==> config.mk <==
export PLATFORM = sky130hd
export DESIGN_NAME = serial_debug
export DESIGN_NICKNAME = d
export VERILOG_FILES = /design/src/verilog/serial_debug_pkg.sv /design/src/verilog/uart_tx.sv /design/src/verilog/frame_snapshot.sv /design/src/verilog/report_formatter.sv /design/src/verilog/serial_debug.sv
export VERILOG_INCLUDE_DIRS = /design/src /design/src/verilog
export SDC_FILE = /design/constraint.sdc
export NUM_CORES = 1
export LEC_CHECK = 0
export ABC_AREA = 1
export BUFFER_PORTS_ARGS = -buffer_cell sky130_fd_sc_hd__buf_2
export CAP_MARGIN = 20
export CELL_PAD_IN_SITES_DETAIL_PLACEMENT = 1
export CELL_PAD_IN_SITES_GLOBAL_PLACEMENT = 1
export CORE_AREA = 2 2 176 178
export DETAILED_ROUTE_END_ITERATION = 6
export DIE_AREA = 0 0 178 180
export MAX_ROUTING_LAYER = met4
export PLACE_DENSITY = 0.82
export SETUP_SLACK_MARGIN = 0.1
export SYNTH_ARGS = -nofsm -noshare
export SYNTH_HDL_FRONTEND = slang
export SYNTH_SLANG_ARGS = --single-unit
==> constraint.sdc <==
create_clock -name clk -period 18.3 [get_ports clk]
set_input_delay 1.83 -clock clk [delete_from_list [all_inputs] [get_ports clk]]
set_output_delay 1.83 -clock clk [all_outputs]
set_load 0.1 [all_outputs]
==> src/verilog/serial_debug_consts.svh <==
/* Serial debug reporter constants */
`ifndef SERIAL_DEBUG_CONSTS_SVH
`define SERIAL_DEBUG_CONSTS_SVH

// ====================
// Line timing
// ====================

// System clock in Hz
`define DBG_CLK_FREQ 25000000
// UART line rate, 8N1
`define DBG_BAUD 115200

// ====================
// Report layout
// ====================

// Characters per line, CR LF included
`define DBG_MSG_LEN 40
// Pixel coordinate width
`define DBG_COORD_W 10
// Frame and event counter width
`define DBG_FRAME_W 16
// LED status word width
`define DBG_LED_W 8
// Event count saturates here, four decimal digits
`define DBG_COUNT_MAX 9999

`endif

==> src/verilog/serial_debug_pkg.sv <==
/* Serial debug reporter types */
`include "serial_debug_consts.svh"

package serial_debug_pkg;

    // ====================
    // Types
    // ====================

    // One ASCII character on the line
    typedef logic [7:0] ascii_t;

    // Values frozen at one frame tick
    typedef struct packed {
        // Ticks seen before this one
        logic [`DBG_FRAME_W-1:0] frame;
        // Coordinates, already clamped to 999
        logic [`DBG_COORD_W-1:0] x;
        logic [`DBG_COORD_W-1:0] y;
        // Pixel events in the last frame, saturated
        logic [`DBG_FRAME_W-1:0] count;
        // LED status word
        logic [`DBG_LED_W-1:0]   led;
    } snapshot_t;

    // ====================
    // Digit conversion
    // ====================

    // Hex nibble to upper-case ASCII
    function automatic ascii_t hex_char(input logic [3:0] digit);
        ascii_t c;
        if (digit < 4'd10) begin
            // '0' to '9'
            c = 8'h30 + {4'h0, digit};
        end else begin
            // 'A' to 'F', 0x41 minus 10
            c = 8'h37 + {4'h0, digit};
        end
        return c;
    endfunction

    // Decimal digit to ASCII
    // Caller keeps digit within 0 to 9
    function automatic ascii_t dec_char(input logic [3:0] digit);
        ascii_t c;
        c = 8'h30 + {4'h0, digit};
        return c;
    endfunction

endpackage

==> src/verilog/uart_tx.sv <==
/* UART transmitter, 8N1 */
`timescale 1ns/10ps
`include "serial_debug_consts.svh"

module uart_tx
    import serial_debug_pkg::*;
#(
    parameter int CLKS_PER_BIT = `DBG_CLK_FREQ / `DBG_BAUD
) (
    input  logic   clk,
    input  logic   rst_n,
    input  ascii_t char_data,
    input  logic   char_valid,
    output logic   char_ready,
    output logic   tx
);

    // Bit-time counter sizing, at least one bit
    localparam int CNT_W = (CLKS_PER_BIT > 1) ? $clog2(CLKS_PER_BIT) : 1;
    localparam logic [CNT_W-1:0] CNT_LAST = CNT_W'(CLKS_PER_BIT - 1);

    typedef enum logic [1:0] {
        ST_IDLE,
        ST_START,
        ST_DATA,
        ST_STOP
    } tx_state_t;

    tx_state_t        state;
    logic [CNT_W-1:0] bit_cnt;
    logic [2:0]       bit_idx;
    // Remaining data bits, LSB goes out next
    ascii_t           shift_reg;
    logic             bit_done;

    // Byte taken only while idle
    assign char_ready = (state == ST_IDLE);
    assign bit_done   = (bit_cnt == CNT_LAST);

    // ====================
    // Line FSM
    // ====================
    // tx is registered, so each branch sets the level of the next bit
    always_ff @(posedge clk) begin
        if (!rst_n) begin
            state   <= ST_IDLE;
            bit_cnt <= '0;
            bit_idx <= '0;
            // Line idles high
            tx      <= 1'b1;
        end else begin
            case (state)
                ST_IDLE: begin
                    if (char_valid) begin
                        // Start bit on the next cycle
                        tx      <= 1'b0;
                        bit_cnt <= '0;
                        state   <= ST_START;
                    end
                end
                ST_START: begin
                    if (bit_done) begin
                        bit_cnt <= '0;
                        bit_idx <= '0;
                        tx      <= shift_reg[0];
                        state   <= ST_DATA;
                    end else begin
                        bit_cnt <= bit_cnt + 1'b1;
                    end
                end
                ST_DATA: begin
                    if (bit_done) begin
                        bit_cnt <= '0;
                        if (bit_idx == 3'd7) begin
                            // Stop bit
                            tx    <= 1'b1;
                            state <= ST_STOP;
                        end else begin
                            bit_idx <= bit_idx + 1'b1;
                            tx      <= shift_reg[0];
                        end
                    end else begin
                        bit_cnt <= bit_cnt + 1'b1;
                    end
                end
                ST_STOP: begin
                    // Full stop period before the next byte
                    if (bit_done) begin
                        bit_cnt <= '0;
                        state   <= ST_IDLE;
                    end else begin
                        bit_cnt <= bit_cnt + 1'b1;
                    end
                end
                default: state <= ST_IDLE;
            endcase
        end
    end

    // Shifter, loaded on accept and stepped as each data bit starts
    always_ff @(posedge clk) begin
        if (state == ST_IDLE && char_valid) begin
            shift_reg <= char_data;
        end else if (bit_done && (state == ST_START || state == ST_DATA)) begin
            shift_reg <= {1'b0, shift_reg[7:1]};
        end
    end

endmodule

==> src/verilog/frame_snapshot.sv <==
/* Frame tick snapshot */
`timescale 1ns/10ps
`include "serial_debug_consts.svh"

module frame_snapshot
    import serial_debug_pkg::*;
(
    input  logic                   clk,
    input  logic                   rst_n,
    input  logic                   frame_tick,
    input  logic [`DBG_COORD_W-1:0] pixel_x,
    input  logic [`DBG_COORD_W-1:0] pixel_y,
    input  logic [`DBG_LED_W-1:0]   led_status,
    input  logic                   pixel_event,
    output snapshot_t              snap,
    output logic                   snap_valid,
    input  logic                   snap_ready
);

    // Three decimal digits on the line
    localparam logic [`DBG_COORD_W-1:0] COORD_MAX = 999;
    localparam logic [`DBG_FRAME_W-1:0] COUNT_MAX = `DBG_COUNT_MAX;

    logic                    tick_d;
    logic                    capture;
    logic [`DBG_FRAME_W-1:0] frame_cnt;
    logic [`DBG_FRAME_W-1:0] event_cnt;

    // First cycle with frame_tick high after low
    assign capture = frame_tick && !tick_d;

    // ====================
    // Counters
    // ====================
    always_ff @(posedge clk) begin
        if (!rst_n) begin
            tick_d    <= 1'b0;
            frame_cnt <= '0;
            event_cnt <= '0;
        end else begin
            tick_d <= frame_tick;
            // Captured value first, then the increment
            if (capture) begin
                frame_cnt <= frame_cnt + 1'b1;
            end
            // Events in the capture cycle are dropped
            if (capture) begin
                event_cnt <= '0;
            end else if (pixel_event && event_cnt != COUNT_MAX) begin
                event_cnt <= event_cnt + 1'b1;
            end
        end
    end

    // ====================
    // Snapshot hold
    // ====================
    // A newer capture overwrites a pending one, valid stays up
    always_ff @(posedge clk) begin
        if (!rst_n) begin
            snap_valid <= 1'b0;
        end else if (capture) begin
            snap_valid <= 1'b1;
        end else if (snap_valid && snap_ready) begin
            snap_valid <= 1'b0;
        end
    end

    always_ff @(posedge clk) begin
        if (capture) begin
            snap.frame <= frame_cnt;
            snap.x     <= (pixel_x > COORD_MAX) ? COORD_MAX : pixel_x;
            snap.y     <= (pixel_y > COORD_MAX) ? COORD_MAX : pixel_y;
            snap.count <= event_cnt;
            snap.led   <= led_status;
        end
    end

endmodule

==> src/verilog/report_formatter.sv <==
/* Report line formatter */
`timescale 1ns/10ps
`include "serial_debug_consts.svh"

module report_formatter
    import serial_debug_pkg::*;
(
    input  logic      clk,
    input  logic      rst_n,
    input  snapshot_t snap,
    input  logic      snap_valid,
    output logic      snap_ready,
    output ascii_t    char_data,
    output logic      char_valid,
    input  logic      char_ready
);

    localparam int POS_W = $clog2(`DBG_MSG_LEN);
    localparam logic [POS_W-1:0] LAST_POS = POS_W'(`DBG_MSG_LEN - 1);
    // Position of the LED least significant bit
    localparam logic [POS_W-1:0] LED_LAST = 37;

    // Four BCD digits, thousands in the top nibble
    function automatic logic [15:0] to_bcd4(input logic [`DBG_FRAME_W-1:0] value);
        logic [`DBG_FRAME_W-1:0] thou;
        logic [`DBG_FRAME_W-1:0] hund;
        logic [`DBG_FRAME_W-1:0] tens;
        logic [`DBG_FRAME_W-1:0] ones;
        thou = value / 16'd1000;
        hund = (value / 16'd100) % 16'd10;
        tens = (value / 16'd10) % 16'd10;
        ones = value % 16'd10;
        return {thou[3:0], hund[3:0], tens[3:0], ones[3:0]};
    endfunction

    logic                    busy;
    logic [POS_W-1:0]        pos;
    logic                    take_snap;
    logic                    take_char;
    logic [2:0]              led_idx;

    // Split fields of the incoming snapshot
    logic [`DBG_FRAME_W-1:0] x_wide;
    logic [`DBG_FRAME_W-1:0] y_wide;
    logic [15:0]             x_full;
    logic [15:0]             y_full;
    logic [15:0]             v_full;

    // Registered line contents
    logic [`DBG_FRAME_W-1:0] frame_r;
    logic [11:0]             x_bcd;
    logic [11:0]             y_bcd;
    logic [15:0]             v_bcd;
    logic [`DBG_LED_W-1:0]   led_r;

    // One line at a time
    assign snap_ready = !busy;
    assign char_valid = busy;
    assign take_snap  = snap_valid && !busy;
    assign take_char  = busy && char_ready;

    assign x_wide = {{(`DBG_FRAME_W - `DBG_COORD_W){1'b0}}, snap.x};
    assign y_wide = {{(`DBG_FRAME_W - `DBG_COORD_W){1'b0}}, snap.y};
    assign x_full = to_bcd4(x_wide);
    assign y_full = to_bcd4(y_wide);
    assign v_full = to_bcd4(snap.count);

    // LED printed MSB first
    assign led_idx = 3'(LED_LAST - pos);

    // ====================
    // Position sequencer
    // ====================
    always_ff @(posedge clk) begin
        if (!rst_n) begin
            busy <= 1'b0;
            pos  <= '0;
        end else if (take_snap) begin
            busy <= 1'b1;
            pos  <= '0;
        end else if (take_char) begin
            if (pos == LAST_POS) begin
                busy <= 1'b0;
            end else begin
                pos <= pos + 1'b1;
            end
        end
    end

    // Digits split once per line
    always_ff @(posedge clk) begin
        if (take_snap) begin
            frame_r <= snap.frame;
            x_bcd   <= x_full[11:0];
            y_bcd   <= y_full[11:0];
            v_bcd   <= v_full;
            led_r   <= snap.led;
        end
    end

    // ====================
    // Character select
    // ====================
    // "F:hhhh X:ddd Y:ddd V:dddd LED:bbbbbbbb" CR LF
    always_comb begin
        case (pos)
            0:  char_data = "F";
            1, 8, 14, 20, 29: char_data = ":";
            2:  char_data = hex_char(frame_r[15:12]);
            3:  char_data = hex_char(frame_r[11:8]);
            4:  char_data = hex_char(frame_r[7:4]);
            5:  char_data = hex_char(frame_r[3:0]);
            7:  char_data = "X";
            9:  char_data = dec_char(x_bcd[11:8]);
            10: char_data = dec_char(x_bcd[7:4]);
            11: char_data = dec_char(x_bcd[3:0]);
            13: char_data = "Y";
            15: char_data = dec_char(y_bcd[11:8]);
            16: char_data = dec_char(y_bcd[7:4]);
            17: char_data = dec_char(y_bcd[3:0]);
            19: char_data = "V";
            21: char_data = dec_char(v_bcd[15:12]);
            22: char_data = dec_char(v_bcd[11:8]);
            23: char_data = dec_char(v_bcd[7:4]);
            24: char_data = dec_char(v_bcd[3:0]);
            26: char_data = "L";
            27: char_data = "E";
            28: char_data = "D";
            30, 31, 32, 33, 34, 35, 36, 37: char_data = led_r[led_idx] ? "1" : "0";
            // CR
            38: char_data = 8'h0D;
            // LF
            39: char_data = 8'h0A;
            // Field separators at 6, 12, 18 and 25
            default: char_data = " ";
        endcase
    end

endmodule

==> src/verilog/serial_debug.sv <==
/* Serial debug reporter top */
`timescale 1ns/10ps
`include "serial_debug_consts.svh"

module serial_debug
    import serial_debug_pkg::*;
#(
    parameter int CLKS_PER_BIT = `DBG_CLK_FREQ / `DBG_BAUD
) (
    input  logic                   clk,
    input  logic                   rst_n,
    input  logic                   frame_tick,
    input  logic [`DBG_COORD_W-1:0] pixel_x,
    input  logic [`DBG_COORD_W-1:0] pixel_y,
    input  logic [`DBG_LED_W-1:0]   led_status,
    input  logic                   pixel_event,
    output logic                   tx
);

    // Snapshot to formatter
    snapshot_t snap;
    logic      snap_valid;
    logic      snap_ready;

    // Formatter to transmitter
    ascii_t    char_data;
    logic      char_valid;
    logic      char_ready;

    // ====================
    // Pipeline
    // ====================
    frame_snapshot snapshot0 (
        .clk         (clk),
        .rst_n       (rst_n),
        .frame_tick  (frame_tick),
        .pixel_x     (pixel_x),
        .pixel_y     (pixel_y),
        .led_status  (led_status),
        .pixel_event (pixel_event),
        .snap        (snap),
        .snap_valid  (snap_valid),
        .snap_ready  (snap_ready)
    );

    report_formatter formatter0 (
        .clk        (clk),
        .rst_n      (rst_n),
        .snap       (snap),
        .snap_valid (snap_valid),
        .snap_ready (snap_ready),
        .char_data  (char_data),
        .char_valid (char_valid),
        .char_ready (char_ready)
    );

    uart_tx #(
        .CLKS_PER_BIT (CLKS_PER_BIT)
    ) uart_tx0 (
        .clk        (clk),
        .rst_n      (rst_n),
        .char_data  (char_data),
        .char_valid (char_valid),
        .char_ready (char_ready),
        .tx         (tx)
    );

endmodule

; After elaboration in Yosys (flattened, before gate mapping)
; Cells that the tools add are included.
[classes]
muxes = 33
n_reduce_logical = 26
eq_ne = 47
n_bitwise = 2
n_lt_le_gt_ge = 7
n_addsub = 24
div_mod_pow = 16
[op_table]
columns = op, n
row1 = one-hot mux 8 bit (25 select lines), 1
row2 = "adder 6 x 4 -> 7 bit, first input constant", 18
row3 = "remainder unit 16 x 4 -> 16 bit, second input constant", 7
row4 = "== test 6 x 5 -> 1 bit, second input constant", 14
row5 = 2-to-1 mux 8 bit, 8
row6 = "== test 6 bit, second input constant", 8
row7 = "== test 6 x 4 -> 1 bit, second input constant", 7
row8 = "adder 16 x 1 -> 16 bit, second input constant", 2
row9 = "divider 10 x 4 -> 16 bit, second input constant", 2
row10 = "divider 10 x 7 -> 16 bit, second input constant", 2
row11 = "remainder unit 10 x 4 -> 16 bit, second input constant", 2
row12 = "greater-than comparator 10 bit, second input constant", 2
row13 = "== test 6 x 3 -> 1 bit, second input constant", 3
row14 = "divider 16 x 10 -> 16 bit, second input constant", 1
row15 = "divider 16 x 4 -> 16 bit, second input constant", 1
row16 = "divider 16 x 7 -> 16 bit, second input constant", 1
row17 = "less-than comparator 4 bit, second input constant", 4
row18 = "!= test 16 x 14 -> 1 bit, second input constant", 1
row19 = one-hot mux 8 bit (2 select lines), 1
row20 = "== test 6 x 2 -> 1 bit, second input constant", 2
row21 = 2-to-1 mux 1 bit, 11
row22 = 2-to-1 mux 2 bit, 5
row23 = "!= test 2 x 1 -> 1 bit, second input constant", 5
row24 = nonzero test 2 bit, 5
row25 = 30 further kinds, 42
[word_totals]
regBits = 187
inputBits = 32
elab_cells = 176
output_inout_bits = 1

; Longest topological paths before layout
; Gate-level depths: netlist (run 1).
[depth]
depth_word = 6
depth_mapped = 65
ltp_nobuf = 64

; Hierarchy
; From an unflattened synthesis (run 1), not the netlist that was laid out.
[hier_totals]
hier_cells = 2291
area_unflattened_um2 = 15727.6
[modules_own_cells]
columns = mod, area_per_inst_um2, cells_per_inst, instances, seq_area_each_um2
row1 = report_formatter, 10820.4, 1794, 1, 2062.0
row2 = frame_snapshot, 3637.2, 346, 1, 2482.4
row3 = uart_tx, 1270.0, 151, 1, 520.5

; Least setup slack after synthesis (run 1)
; No wires, ideal clock.
[synth_path]
path_type = input-to-reg
startpoint = input port frame_tick
endpoint = register snapshot0.frame_cnt[14]
t_arrival_ns = 6.052
n_path_buf = 0
setup_time_ns = 0.115
required_ns = 18.185
path_slack_ns = 12.133
stages = 11
path_cell_list = inv_1 nor2_1 nand3_1 nor2_1 nand2_1 nor3_1 nand4_1 nor4_1 nand3_1 nand2_1 nor2_1
[synth_via]
elab_chain_len = 1
[synth_rtl]
columns = element, line
row1 = from (decl), serial_debug.sv:12  ; input logic frame_tick,
row2 = logical AND 1 bit, frame_snapshot.sv:30  ; assign capture = frame_tick && !tick_d;
row3 = named net snapshot0.capture, frame_snapshot.sv:25  ; logic capture;
row4 = to (signal assigned), frame_snapshot.sv:44  ; frame_cnt <= frame_cnt + 1'b1;
row5 = to (decl), frame_snapshot.sv:26  ; logic [`DBG_FRAME_W-1:0] frame_cnt;
; The timed path passes the listed nets, and every way through them passes these cells.
; A chain may end at the register's enable or synchronous reset.

; Worst setup path after layout (run 1)
[layout_path]
startpoint = register snapshot0.snap[21] (netlist name)
endpoint = register formatter0.v_bcd[11] (data pin)
[layout_via]
elab_chain_len = 2
[layout_rtl]
columns = element, line
row1 = divider 16 x 7 -> 16 bit, report_formatter.sv:30  ; hund = (value / 16'd100) % 16'd10;
row2 = remainder unit 16 x 4 -> 16 bit, report_formatter.sv:30
row3 = named net formatter0.v_full[11], report_formatter.sv:47  ; logic [15:0] v_full;
row4 = to (signal assigned), report_formatter.sv:96  ; v_bcd <= v_full;
row5 = to (decl), report_formatter.sv:53  ; logic [15:0] v_bcd;
; The timed path passes the listed nets, and every way through them passes these cells.

==> results.sh, run 1 <==
export IMPL_cts_tree="yes"
export IMPL_initialDrtViolationCount=604
export IMPL_synth_warnings=0
export IMPL_first_pass_iters=5
export IMPL_filler_cell_count=4004
export IMPL_yosysUniqueCellTypes=70
export IMPL_place_inst=2535
export IMPL_vias=13983
export IMPL_clockBufferDepth=2
export IMPL_maxSlewViolCount=0
export IMPL_clkLatencyLatePin_ns=0.45
export IMPL_grt_max_degree=50
export IMPL_wl_per_cell_um=15.9
export IMPL_ys_ff_latch=186
export IMPL_postCtsSetupBuffers=0
export IMPL_preCtsSetupSlack_ns=11.11
export IMPL_pwr_share_clk=0.163
export IMPL_n_antenna_cell=0
export IMPL_hp_class="flip-flop to flip-flop"
export IMPL_worst_endpoint_arrival_ns=7.40
export IMPL_required_ns=18.51
export IMPL_crit_path_start_kind="flip-flop"
export IMPL_post_route_period_util=0.393
export IMPL_die_area_um2=32000
export IMPL_synth_top_flop_cell="edfxtp_1"
export IMPL_p_comb_frac=0.599
export IMPL_overflow=0
export IMPL_h_tree_depth=4
export IMPL_p_leak_uw=0.00747
export IMPL_worst_path_most_repeated_cell="nand2_1"
export IMPL_area_growth_pct=7.48
export IMPL_finalPower_uw=2360
export IMPL_vias_per_cell=5.45
export IMPL_cts_root_buf="clkbuf_16"
export IMPL_grt_pass1_wl_um=69100
export IMPL_drt_total_wl_um=40700
export IMPL_gp_congestion=0.920
export IMPL_synth_edff_count=131
export IMPL_portBuffers=32
export IMPL_layout_drive_gt1_share=0.126
export IMPL_fin_cells=2567
export IMPL_drtAntennaViolNets=0
export IMPL_hpwlAfterDp_um=32400
export IMPL_syn_inst=2138
export IMPL_cp_slowest_cell="edfxtp_1"
export IMPL_max_cap_violations=0
export IMPL_final_setup_tns_ns=0
export IMPL_rows=64
export IMPL_largest_reg_flops=60
export IMPL_finalClockSkew_ns=0.0200
export IMPL_synth_area_per_cell_um2=6.98
export IMPL_max_slew_margin=0.300
export IMPL_netlist_area_um2=14900
export IMPL_end_kind="flip-flop"
export IMPL_core_area_um2=30200
export IMPL_crit_type="flip-flop to flip-flop"
export IMPL_die_h_um=180
export IMPL_vdd_drop_max_mv=0.0834
export IMPL_period_needed_ns=7.19
export IMPL_cts_buffers=17
export IMPL_p_sw_frac=0.499
export IMPL_start_util=0.494
export IMPL_antenna_found_initial=0
export IMPL_hold_buffers=0
export IMPL_drc=0
export IMPL_clock_sinks=186
export IMPL_sequentialPowerShare=0.238
export IMPL_fin_ws_ns=11.11
export IMPL_path_clk_slew_ns=0.08
export IMPL_max_freq_ghz=0.139
export IMPL_status="completed"
export IMPL_die_w_um=178
export IMPL_grt_pass1_vias=14575
export IMPL_power_switching_uw=1180
export IMPL_p_int_uw=1180
export IMPL_largest_register="snapshot0.snap"
export IMPL_yosysSeqAreaShare=0.337
export IMPL_worst_pin_slew_ns=1.04
export IMPL_synthArstFlopShare=0
export IMPL_crit_fanout=11
export IMPL_power_density_nw_per_um2=147
export IMPL_final_hold_viol_count=0
export IMPL_grt_use_total=0.268
export IMPL_max_stage_delay_ns=0.55
export IMPL_setup_viol=0
export IMPL_syn_nets=2213
export IMPL_cts_resized=0
export IMPL_io_pins=33
export IMPL_fin_nets=2233
export IMPL_rsz0062_at_grt="no"
==> Yosys cell counts, types with 5 or more instances <==
cell type | number | share of area
nand3b_1 | 9 | 0.0045
xor2_1 | 46 | 0.027
nor2_2 | 16 | 0.0067
nor3_1 | 38 | 0.013
dfxtp_1 | 55 | 0.074
o21a_1 | 5 | 0.0025
buf_2 | 6 | 0.0020
a31oi_1 | 9 | 0.0038
xnor2_1 | 14 | 0.0082
nand3_1 | 168 | 0.056
a21oi_1 | 96 | 0.032
nand2_4 | 20 | 0.015
o22ai_1 | 6 | 0.0025
nand4_1 | 55 | 0.023
o21ai_2 | 19 | 0.011
clkinv_1 | 9 | 0.0023
o211ai_1 | 10 | 0.0050
inv_2 | 24 | 0.0060
edfxtp_1 | 131 | 0.26
a22oi_1 | 6 | 0.0030
o21ai_0 | 79 | 0.026
or2_2 | 8 | 0.0034
inv_1 | 316 | 0.079
nand3_2 | 15 | 0.010
a211oi_1 | 6 | 0.0030
nor2_4 | 9 | 0.0068
nor4_1 | 7 | 0.0029
clkbuf_1 | 18 | 0.0045
ha_1 | 43 | 0.036
o21ai_1 | 23 | 0.0077
nor2_1 | 191 | 0.048
nand2_1 | 540 | 0.14
nand2_2 | 73 | 0.031
==> placed cells by master (no fill, tap or decap), types with 5 or more instances in the layout <==
cell type,n
nor4_1,7
nor2_4,10
inv_2,25
inv_1,315
edfxtp_1,131
xnor2_1,14
nand2_1,540
nand2_2,73
or2_2,8
a22oi_1,6
a31oi_1,9
ha_1,43
o21ai_0,79
o21ai_2,19
nand3b_1,9
xor2_1,46
nor2_1,190
clkinv_1,9
buf_2,32
nor2_2,16
nand2_4,20
o22ai_1,6
nand3_1,168
nand3_2,15
a211oi_1,6
o21ai_1,23
dfxtp_1,55
nor3_1,38
nand4_1,55
clkbuf_16,17
a21oi_1,96
o211ai_1,10
o21a_1,5
==> routing by layer <==
| metal | GRT usage | share of wire | up-vias |
|---|---|---|---|
| li1 | - | - | 7065 |
| met5 | - | 0 | - |
| met3 | 0.0364 | 0.027 | 43 |
| met1 | 0.316 | 0.44 | 6690 |
| met4 | 0.0607 | 0.015 | 0 |
| met2 | 0.480 | 0.52 | 185 |
==> power groups by stage <==
stage                     logic (µW)  clock network [µW]  registers [µW]
after floorplan                 1110                   0             564
after global placement          1330                   0             570
after detailed placement        1400                   0             570
after CTS                       1420                 389             561
after global routing            1610                 407             565
final                           1410                 384             562
==> critical path, delay by kind of cell, from the launching register on <==
family | cells | cell delay, ns
adders and majority gates | 2 | 0.49
buffers and inverters | 9 | 0.68
AOI/OAI and AO/OA | 5 | 0.80
DFF | 1 | 0.55
and+or+nand+nor | 38 | 4.39
==> logic make-up (layout without fill, tap and decap cells) <==
family / after synthesis / count (layout) / synth area share
AO/OA/AOI/OAI: 300 / 300 / 0.123
XOR/XNOR: 62 / 62 / 0.0374
adder cells (fa/ha/maj): 43 / 43 / 0.0360
buffers and inverters: 386 / 419 / 0.101
flip-flops: 186 / 186 / 0.337
multiplexers: 1 / 1 / 0.000671
AND/OR/NAND/NOR: 1160 / 1160 / 0.365
==> layout make-up <==
class	instances	area, µm²	area share
Sequential cell	186	5030	0.314
Clock inverter	14	175	0.0109
Tap cell	396	495	0.0309
Multi-Input combinational cell	1566	8400	0.523
Clock buffer	18	429	0.0268
Inverter	353	1340	0.0832
Timing Repair Buffer	34	175	0.0109
==> metrics by stage <==
step / hold WS (ns) / area [µm²] / utilization
6_report: 0.415 / 16000 / 0.531
5_1_grt: 0.415 / 16000 / 0.531
4_1_cts: 0.419 / 16000 / 0.531
3_5_place_dp: 0.407 / 15400 / 0.511
3_3_place_gp: 0.402 / 15400 / 0.511
2_1_floorplan: 0.400 / 14900 / -
==> worst paths after layout <==
| path | startpoint | to | slack [ns] | depth (start not counted) |
|---|---|---|---|---|
| setup reg to reg | snapshot0.snap[21]$_DFFE_PP_ | formatter0.v_bcd[11]$_DFFE_PP_ | 11.11 | 54 |
| hold / removal | snapshot0.snap[58]$_DFFE_PP_ | formatter0.frame_r[14]$_DFFE_PP_ | 0.41 | 0 |
| hold reg to reg | snapshot0.snap[58]$_DFFE_PP_ | formatter0.frame_r[14]$_DFFE_PP_ | 0.41 | 0 |
| setup / recovery | snapshot0.snap[21]$_DFFE_PP_ | formatter0.v_bcd[11]$_DFFE_PP_ | 11.11 | 54 |
Power figures use the tool's default switching activity.
==> inputs of run 2 (changes only) <==
--- a/config.mk
+++ b/config.mk
@@ -11,11 +11,11 @@
 export CAP_MARGIN = 20
 export CELL_PAD_IN_SITES_DETAIL_PLACEMENT = 1
 export CELL_PAD_IN_SITES_GLOBAL_PLACEMENT = 1
-export CORE_AREA = 2 2 176 178
+export CORE_AREA = 2 2 182 184
 export DETAILED_ROUTE_END_ITERATION = 6
-export DIE_AREA = 0 0 178 180
+export DIE_AREA = 0 0 184 186
 export MAX_ROUTING_LAYER = met4
-export PLACE_DENSITY = 0.82
+export PLACE_DENSITY = 0.77
 export SETUP_SLACK_MARGIN = 0.1
 export SYNTH_ARGS = -nofsm -noshare
 export SYNTH_HDL_FRONTEND = slang
==> constraint.sdc (replaced) <==
create_clock -name clk -period 6.65 [get_ports clk]
set_input_delay 0.665 -clock clk [delete_from_list [all_inputs] [get_ports clk]]
set_output_delay 0.665 -clock clk [all_outputs]
set_load 0.1 [all_outputs]
==> run 2 against run 1 <==
Against the previous run:
- clock skew fell by 0.0019 ns
- routed wire length rose by 19%
- total power rose to 3.4 times the previous value
- maximum frequency rose by 9.7%
- sequential power rose to 2.8 times the previous value
- combinational power rose to 3.9 times the previous value
- flip-flop and latch count did not move
- via count rose by 7.6%
- final cell count rose by 6.6%
- setup slack got worse by 11 ns
- first-iteration DRC count rose by 19%
- critical endpoint is now formatter0.x_bcd[6]$_DFFE_PP_
==> results.sh, run 2 (synthesis gave the netlist of run 1 again) <==
export IMPL_use_met2=0.457
export IMPL_start_util=0.463
export IMPL_grt_use_total=0.250
export IMPL_hold_ws_ns=0.390
export IMPL_drc=0
export IMPL_grt_pass1_wl_um=68200
export IMPL_wl_per_cell_um=17.7
export IMPL_p_leak_uw=0.00857
export IMPL_n_antenna_cell=0
export IMPL_portBuffers=32
export IMPL_busiest_layer="met2"
export IMPL_path_clk_slew_ns=0.08
export IMPL_post_route_util=0.586
export IMPL_max_stage_delay_ns=0.46
export IMPL_gp_congestion=0.921
export IMPL_final_hold_viol_count=0
export IMPL_rsz0062_at_grt="yes"
export IMPL_die_area_um2=34200
export IMPL_period_needed_ns=6.56
export IMPL_grt_util_met3=0.0284
export IMPL_required_ns=6.85
export IMPL_cts_tree="yes"
export IMPL_worst_endpoint_arrival_ns=6.75
export IMPL_fin_nets=2390
export IMPL_crit_family="simple AND/OR/NAND/NOR gates"
export IMPL_antenna_found_initial=0
export IMPL_hold_buffers=0
export IMPL_crit_type="flip-flop to flip-flop"
export IMPL_fin_ws_ns=0.0949
export IMPL_vias_per_cell=5.50
export IMPL_placed_area_um2=15600
export IMPL_die_w_um=184
export IMPL_cts_root_buf="clkbuf_16"
export IMPL_stdcell_area_um2=18900
export IMPL_finalPower_uw=8100
export IMPL_max_slew_margin=0.320
export IMPL_core_area_um2=32200
export IMPL_vdd_drop_max_mv=0.316
export IMPL_hpwlAfterDp_um=31900
export IMPL_grt_util_met1=0.296
export IMPL_layout_common_cells="nand2_1, inv_1, nor2_1"
export IMPL_rows=66
export IMPL_die_h_um=186
export IMPL_layout_drive_gt1_share=0.296
export IMPL_maxSlewViolCount=0
export IMPL_area_growth_pct=26.4
export IMPL_final_common_cell="nand2_1"
export IMPL_max_freq_ghz=0.153
export IMPL_cp_slowest_cell="edfxtp_1"
export IMPL_drt_total_wl_um=48500
export IMPL_drtAntennaViolNets=0
export IMPL_grt_max_degree=39
export IMPL_h_tree_depth=4
export IMPL_worst_pin_slew_ns=1.01
export IMPL_largest_register="snapshot0.snap"
export IMPL_path_buf_inv=11
export IMPL_vias=15046
export IMPL_initialDrtViolationCount=721
export IMPL_clockBufferDepth=2
export IMPL_first_pass_iters=5
export IMPL_overflow=0
export IMPL_hp_class="primary input to flip-flop"
export IMPL_post_route_period_util=0.986
export IMPL_largest_reg_flops=60
export IMPL_grt_pass1_vias=14493
export IMPL_cts_buffers=17
export IMPL_clock_sinks=186
export IMPL_io_pins=33
export IMPL_max_cap_violations=0
export IMPL_status="completed"
export IMPL_preCtsSetupSlack_ns=-0.245
export IMPL_end_kind="flip-flop"
export IMPL_crit_fanout=7
export IMPL_crit_path_start_kind="flip-flop"
export IMPL_power_density_nw_per_um2=429
export IMPL_setup_viol=0
export IMPL_clkLatencyLatePin_ns=0.45
export IMPL_worst_path_most_repeated_cell="nand2_4"
export IMPL_finalClockSkew_ns=0.0182
run 2: changes by cell type in the layout (fill, tap and decap cells not counted), sizes merged:
cell and delta:
buf +156, inv +5, nand2 +1, clkinvlp +1
clkinv -5, bufinv -1
run 2: per-stage QoR:
step | setup TNS, ns | std cells
final | 0 | 2736
after global routing | -3.13 | 2736
after CTS | 0 | 2616
after detailed placement | -1.38 | 2563
after global placement | -0.108 | 2563
after floorplan | 0 | 2138
run 2: report_power, final:
group	switching, µW	leakage (µW)	internal, µW
Sequential	69.5	0.00170	1480
Clock	514	0.000280	504
Combinational	3500	0.00659	2030
run 2: per-layer routing:
metal | wire length (µm) | vias to the layer above
met5 | 0 | -
met4 | 1020 | 0
met3 | 1200 | 89
met2 | 26100 | 255
met1 | 20100 | 7331
li1 | - | 7371
run 2: what timing repair did:
item | 4_1_cts | 5_1_grt
resized for setup | 40 | 384
endpoints found under the hold margin | 0 | 0
setup endpoints to repair | 13 | 16
setup buffers | 21 | 119
pin swaps | 12 | 173
cloned | 0 | 1
run 2: final timing paths:
kind	slack, ns	to	startpoint	cells after the start
worst max-delay path	0.09	formatter0.x_bcd[6]$_DFFE_PP_	snapshot0.snap[42]$_SDFFCE_PN1P_	57
worst min-delay path	0.39	snapshot0.snap[5]$_DFFE_PP_	led_status[5]	1
worst max register to register	0.09	formatter0.x_bcd[6]$_DFFE_PP_	snapshot0.snap[42]$_SDFFCE_PN1P_	57
worst min register to register	0.42	formatter0.frame_r[9]$_DFFE_PP_	snapshot0.snap[53]$_DFFE_PP_	0
run 2: cell type report:
type | count | area [µm²]
Fill cell | 4070 | 13300
Multi-Input combinational cell | 1567 | 9960
Sequential cell | 186 | 5030
Timing Repair Buffer | 190 | 1400
Inverter | 353 | 1390
Tap cell | 408 | 510
Clock buffer | 18 | 429
Clock inverter | 14 | 153
==> inputs of run 3 (changes only) <==
--- a/config.mk
+++ b/config.mk
@@ -11,12 +11,13 @@
 export CAP_MARGIN = 20
 export CELL_PAD_IN_SITES_DETAIL_PLACEMENT = 1
 export CELL_PAD_IN_SITES_GLOBAL_PLACEMENT = 1
-export CORE_AREA = 2 2 182 184
+export CORE_AREA = 2 2 210 212
 export DETAILED_ROUTE_END_ITERATION = 6
-export DIE_AREA = 0 0 184 186
+export DIE_AREA = 0 0 212 214
 export MAX_ROUTING_LAYER = met4
-export PLACE_DENSITY = 0.77
+export PLACE_DENSITY = 0.74
 export SETUP_SLACK_MARGIN = 0.1
+export SKIP_CTS_REPAIR_TIMING = 1
 export SYNTH_ARGS = -nofsm -noshare
 export SYNTH_HDL_FRONTEND = slang
 export SYNTH_SLANG_ARGS = --single-unit
==> run 3 against run 2 <==
Against the previous run:
- count of clock-buffer cells in the layout stayed put
- clock skew is 0.0056 ns lower
- flip-flop and latch count stayed put
- worst hold slack worse by 0.0051 ns
- clock power hardly changed
- setup slack worse by 0.063 ns
- critical path depth is 5 lower
- combinational power is 6.3% higher
- cell area is 2.8% higher
- global-route usage is 6.6 points lower
- first-iteration DRC count is 4.7% lower
==> results.sh, run 3 (synthesis gave the netlist of run 1 again) <==
export IMPL_status="completed"
export IMPL_clockBufferDepth=2
export IMPL_wl_met2_um=23700
export IMPL_drc=0
export IMPL_path_clk_slew_ns=0.07
export IMPL_die_w_um=212
export IMPL_worst_path_most_repeated_cell="nand2_4"
export IMPL_die_h_um=214
export IMPL_core_area_um2=42900
export IMPL_max_stage_delay_ns=0.49
export IMPL_hpwlAfterDp_um=32100
export IMPL_drtAntennaViolNets=0
export IMPL_crit_path_start_kind="flip-flop"
export IMPL_final_setup_tns_ns=0
export IMPL_grt_pass1_wl_um=67700
export IMPL_power_density_nw_per_um2=436
export IMPL_final_hold_viol_count=0
export IMPL_clkLatencyLatePin_ns=0.45
export IMPL_drt_total_wl_um=46400
export IMPL_layout_common_cells="nand2_1, inv_1, nor2_1"
export IMPL_post_route_util=0.452
export IMPL_fin_cells=2922
export IMPL_fin_nets=2398
export IMPL_filler_cell_count=5277
export IMPL_vias=14960
export IMPL_gp_congestion=0.925
export IMPL_grt_max_degree=60
export IMPL_worst_endpoint_arrival_ns=6.82
export IMPL_first_pass_iters=5
export IMPL_wl_met1_um=20800
export IMPL_initialDrtViolationCount=687
export IMPL_required_ns=6.85
export IMPL_final_common_cell="nand2_1"
export IMPL_h_tree_depth=4
export IMPL_max_freq_ghz=0.151
export IMPL_layout_drive_gt1_share=0.313
export IMPL_antenna_found_initial=1
export IMPL_crit_fanout=6
export IMPL_vdd_drop_max_mv=0.437
export IMPL_max_slew_margin=0.356
export IMPL_period_needed_ns=6.62
export IMPL_portBuffers=32
export IMPL_largest_register="snapshot0.snap"
export IMPL_start_util=0.348
export IMPL_top_layer="met4"
export IMPL_largest_reg_flops=60
export IMPL_worst_pin_slew_ns=0.960
export IMPL_finalClockSkew_ns=0.0126
export IMPL_cp_slowest_cell="edfxtp_1"
export IMPL_setup_viol=0
export IMPL_multi_input_area_um2=10200
export IMPL_crit_type="flip-flop to flip-flop"
export IMPL_hp_class="primary input to flip-flop"
export IMPL_io_pins=33
export IMPL_die_area_um2=45400
export IMPL_rows=76
export IMPL_finalPower_uw=8450
export IMPL_maxSlewViolCount=0
export IMPL_cts_tree="yes"
export IMPL_post_route_period_util=0.995
export IMPL_clock_sinks=186
export IMPL_wl_per_cell_um=15.9
export IMPL_place_inst=2745
export IMPL_end_kind="flip-flop"
export IMPL_hold_ws_ns=0.384
export IMPL_overflow=0
export IMPL_vias_per_cell=5.12
export IMPL_area_growth_pct=29.9
export IMPL_rsz0062_at_grt="yes"
export IMPL_seqCellArea_um2=5030
export IMPL_cts_buffers=17
export IMPL_wl_met3_um=1150
export IMPL_max_cap_violations=0
export IMPL_grt_use_total=0.184
export IMPL_p_leak_uw=0.00869
export IMPL_grt_pass1_vias=14239
export IMPL_cts_root_buf="clkbuf_16"
## run 3: worst max-delay path, delay by kind of cell (launching register included)
family / cells / cell delay, ns
simple gates: 41 / 4.23
buf+inv: 6 / 0.74
compound gates: 4 / 0.67
flops: 1 / 0.49
xor+xnor: 1 / 0.22
## run 3: routing by layer
layer  track usage  vias up
met1         0.236     7304
met5             -        -
met2         0.311      216
li1              -     7377
met3        0.0236       63
met4        0.0359        0
## run 3: per-stage QoR
stage                     area, µm²  setup slack, ns
final                         19400           0.0324
after global routing          19400           -0.354
after CTS                     16400           -0.446
after detailed placement      15800           -0.285
after global placement        15800          -0.0444
after floorplan               14900            0.725
## run 3: final timing paths
kind | start | end | slack, ns | cells past startpoint
worst max-delay path | snapshot0.snap[22]$_DFFE_PP_ | formatter0.v_bcd[9]$_DFFE_PP_ | 0.03 | 52
worst max register to register | snapshot0.snap[22]$_DFFE_PP_ | formatter0.v_bcd[9]$_DFFE_PP_ | 0.03 | 52
worst min-delay path | led_status[6] | snapshot0.snap[6]$_DFFE_PP_ | 0.38 | 1
worst min register to register | snapshot0.snap[50]$_DFFE_PP_ | formatter0.frame_r[6]$_DFFE_PP_ | 0.42 | 0
## run 3: layout make-up
type	instances	share of cell area
Multi-Input combinational cell	1568	0.525
Sequential cell	186	0.260
Timing Repair Buffer	196	0.0757
Inverter	353	0.0708
Tap cell	585	0.0377
Clock buffer	18	0.0221
Clock inverter	14	0.00807
Timing Repair inverter	1	0.000323
Antenna cell	1	0.000129
## run 3: where the power goes
group	switching (µW)	total, µW	internal, µW
Sequential	62.0	1540	1480
Clock	501	1030	534
Combinational	3610	5880	2270
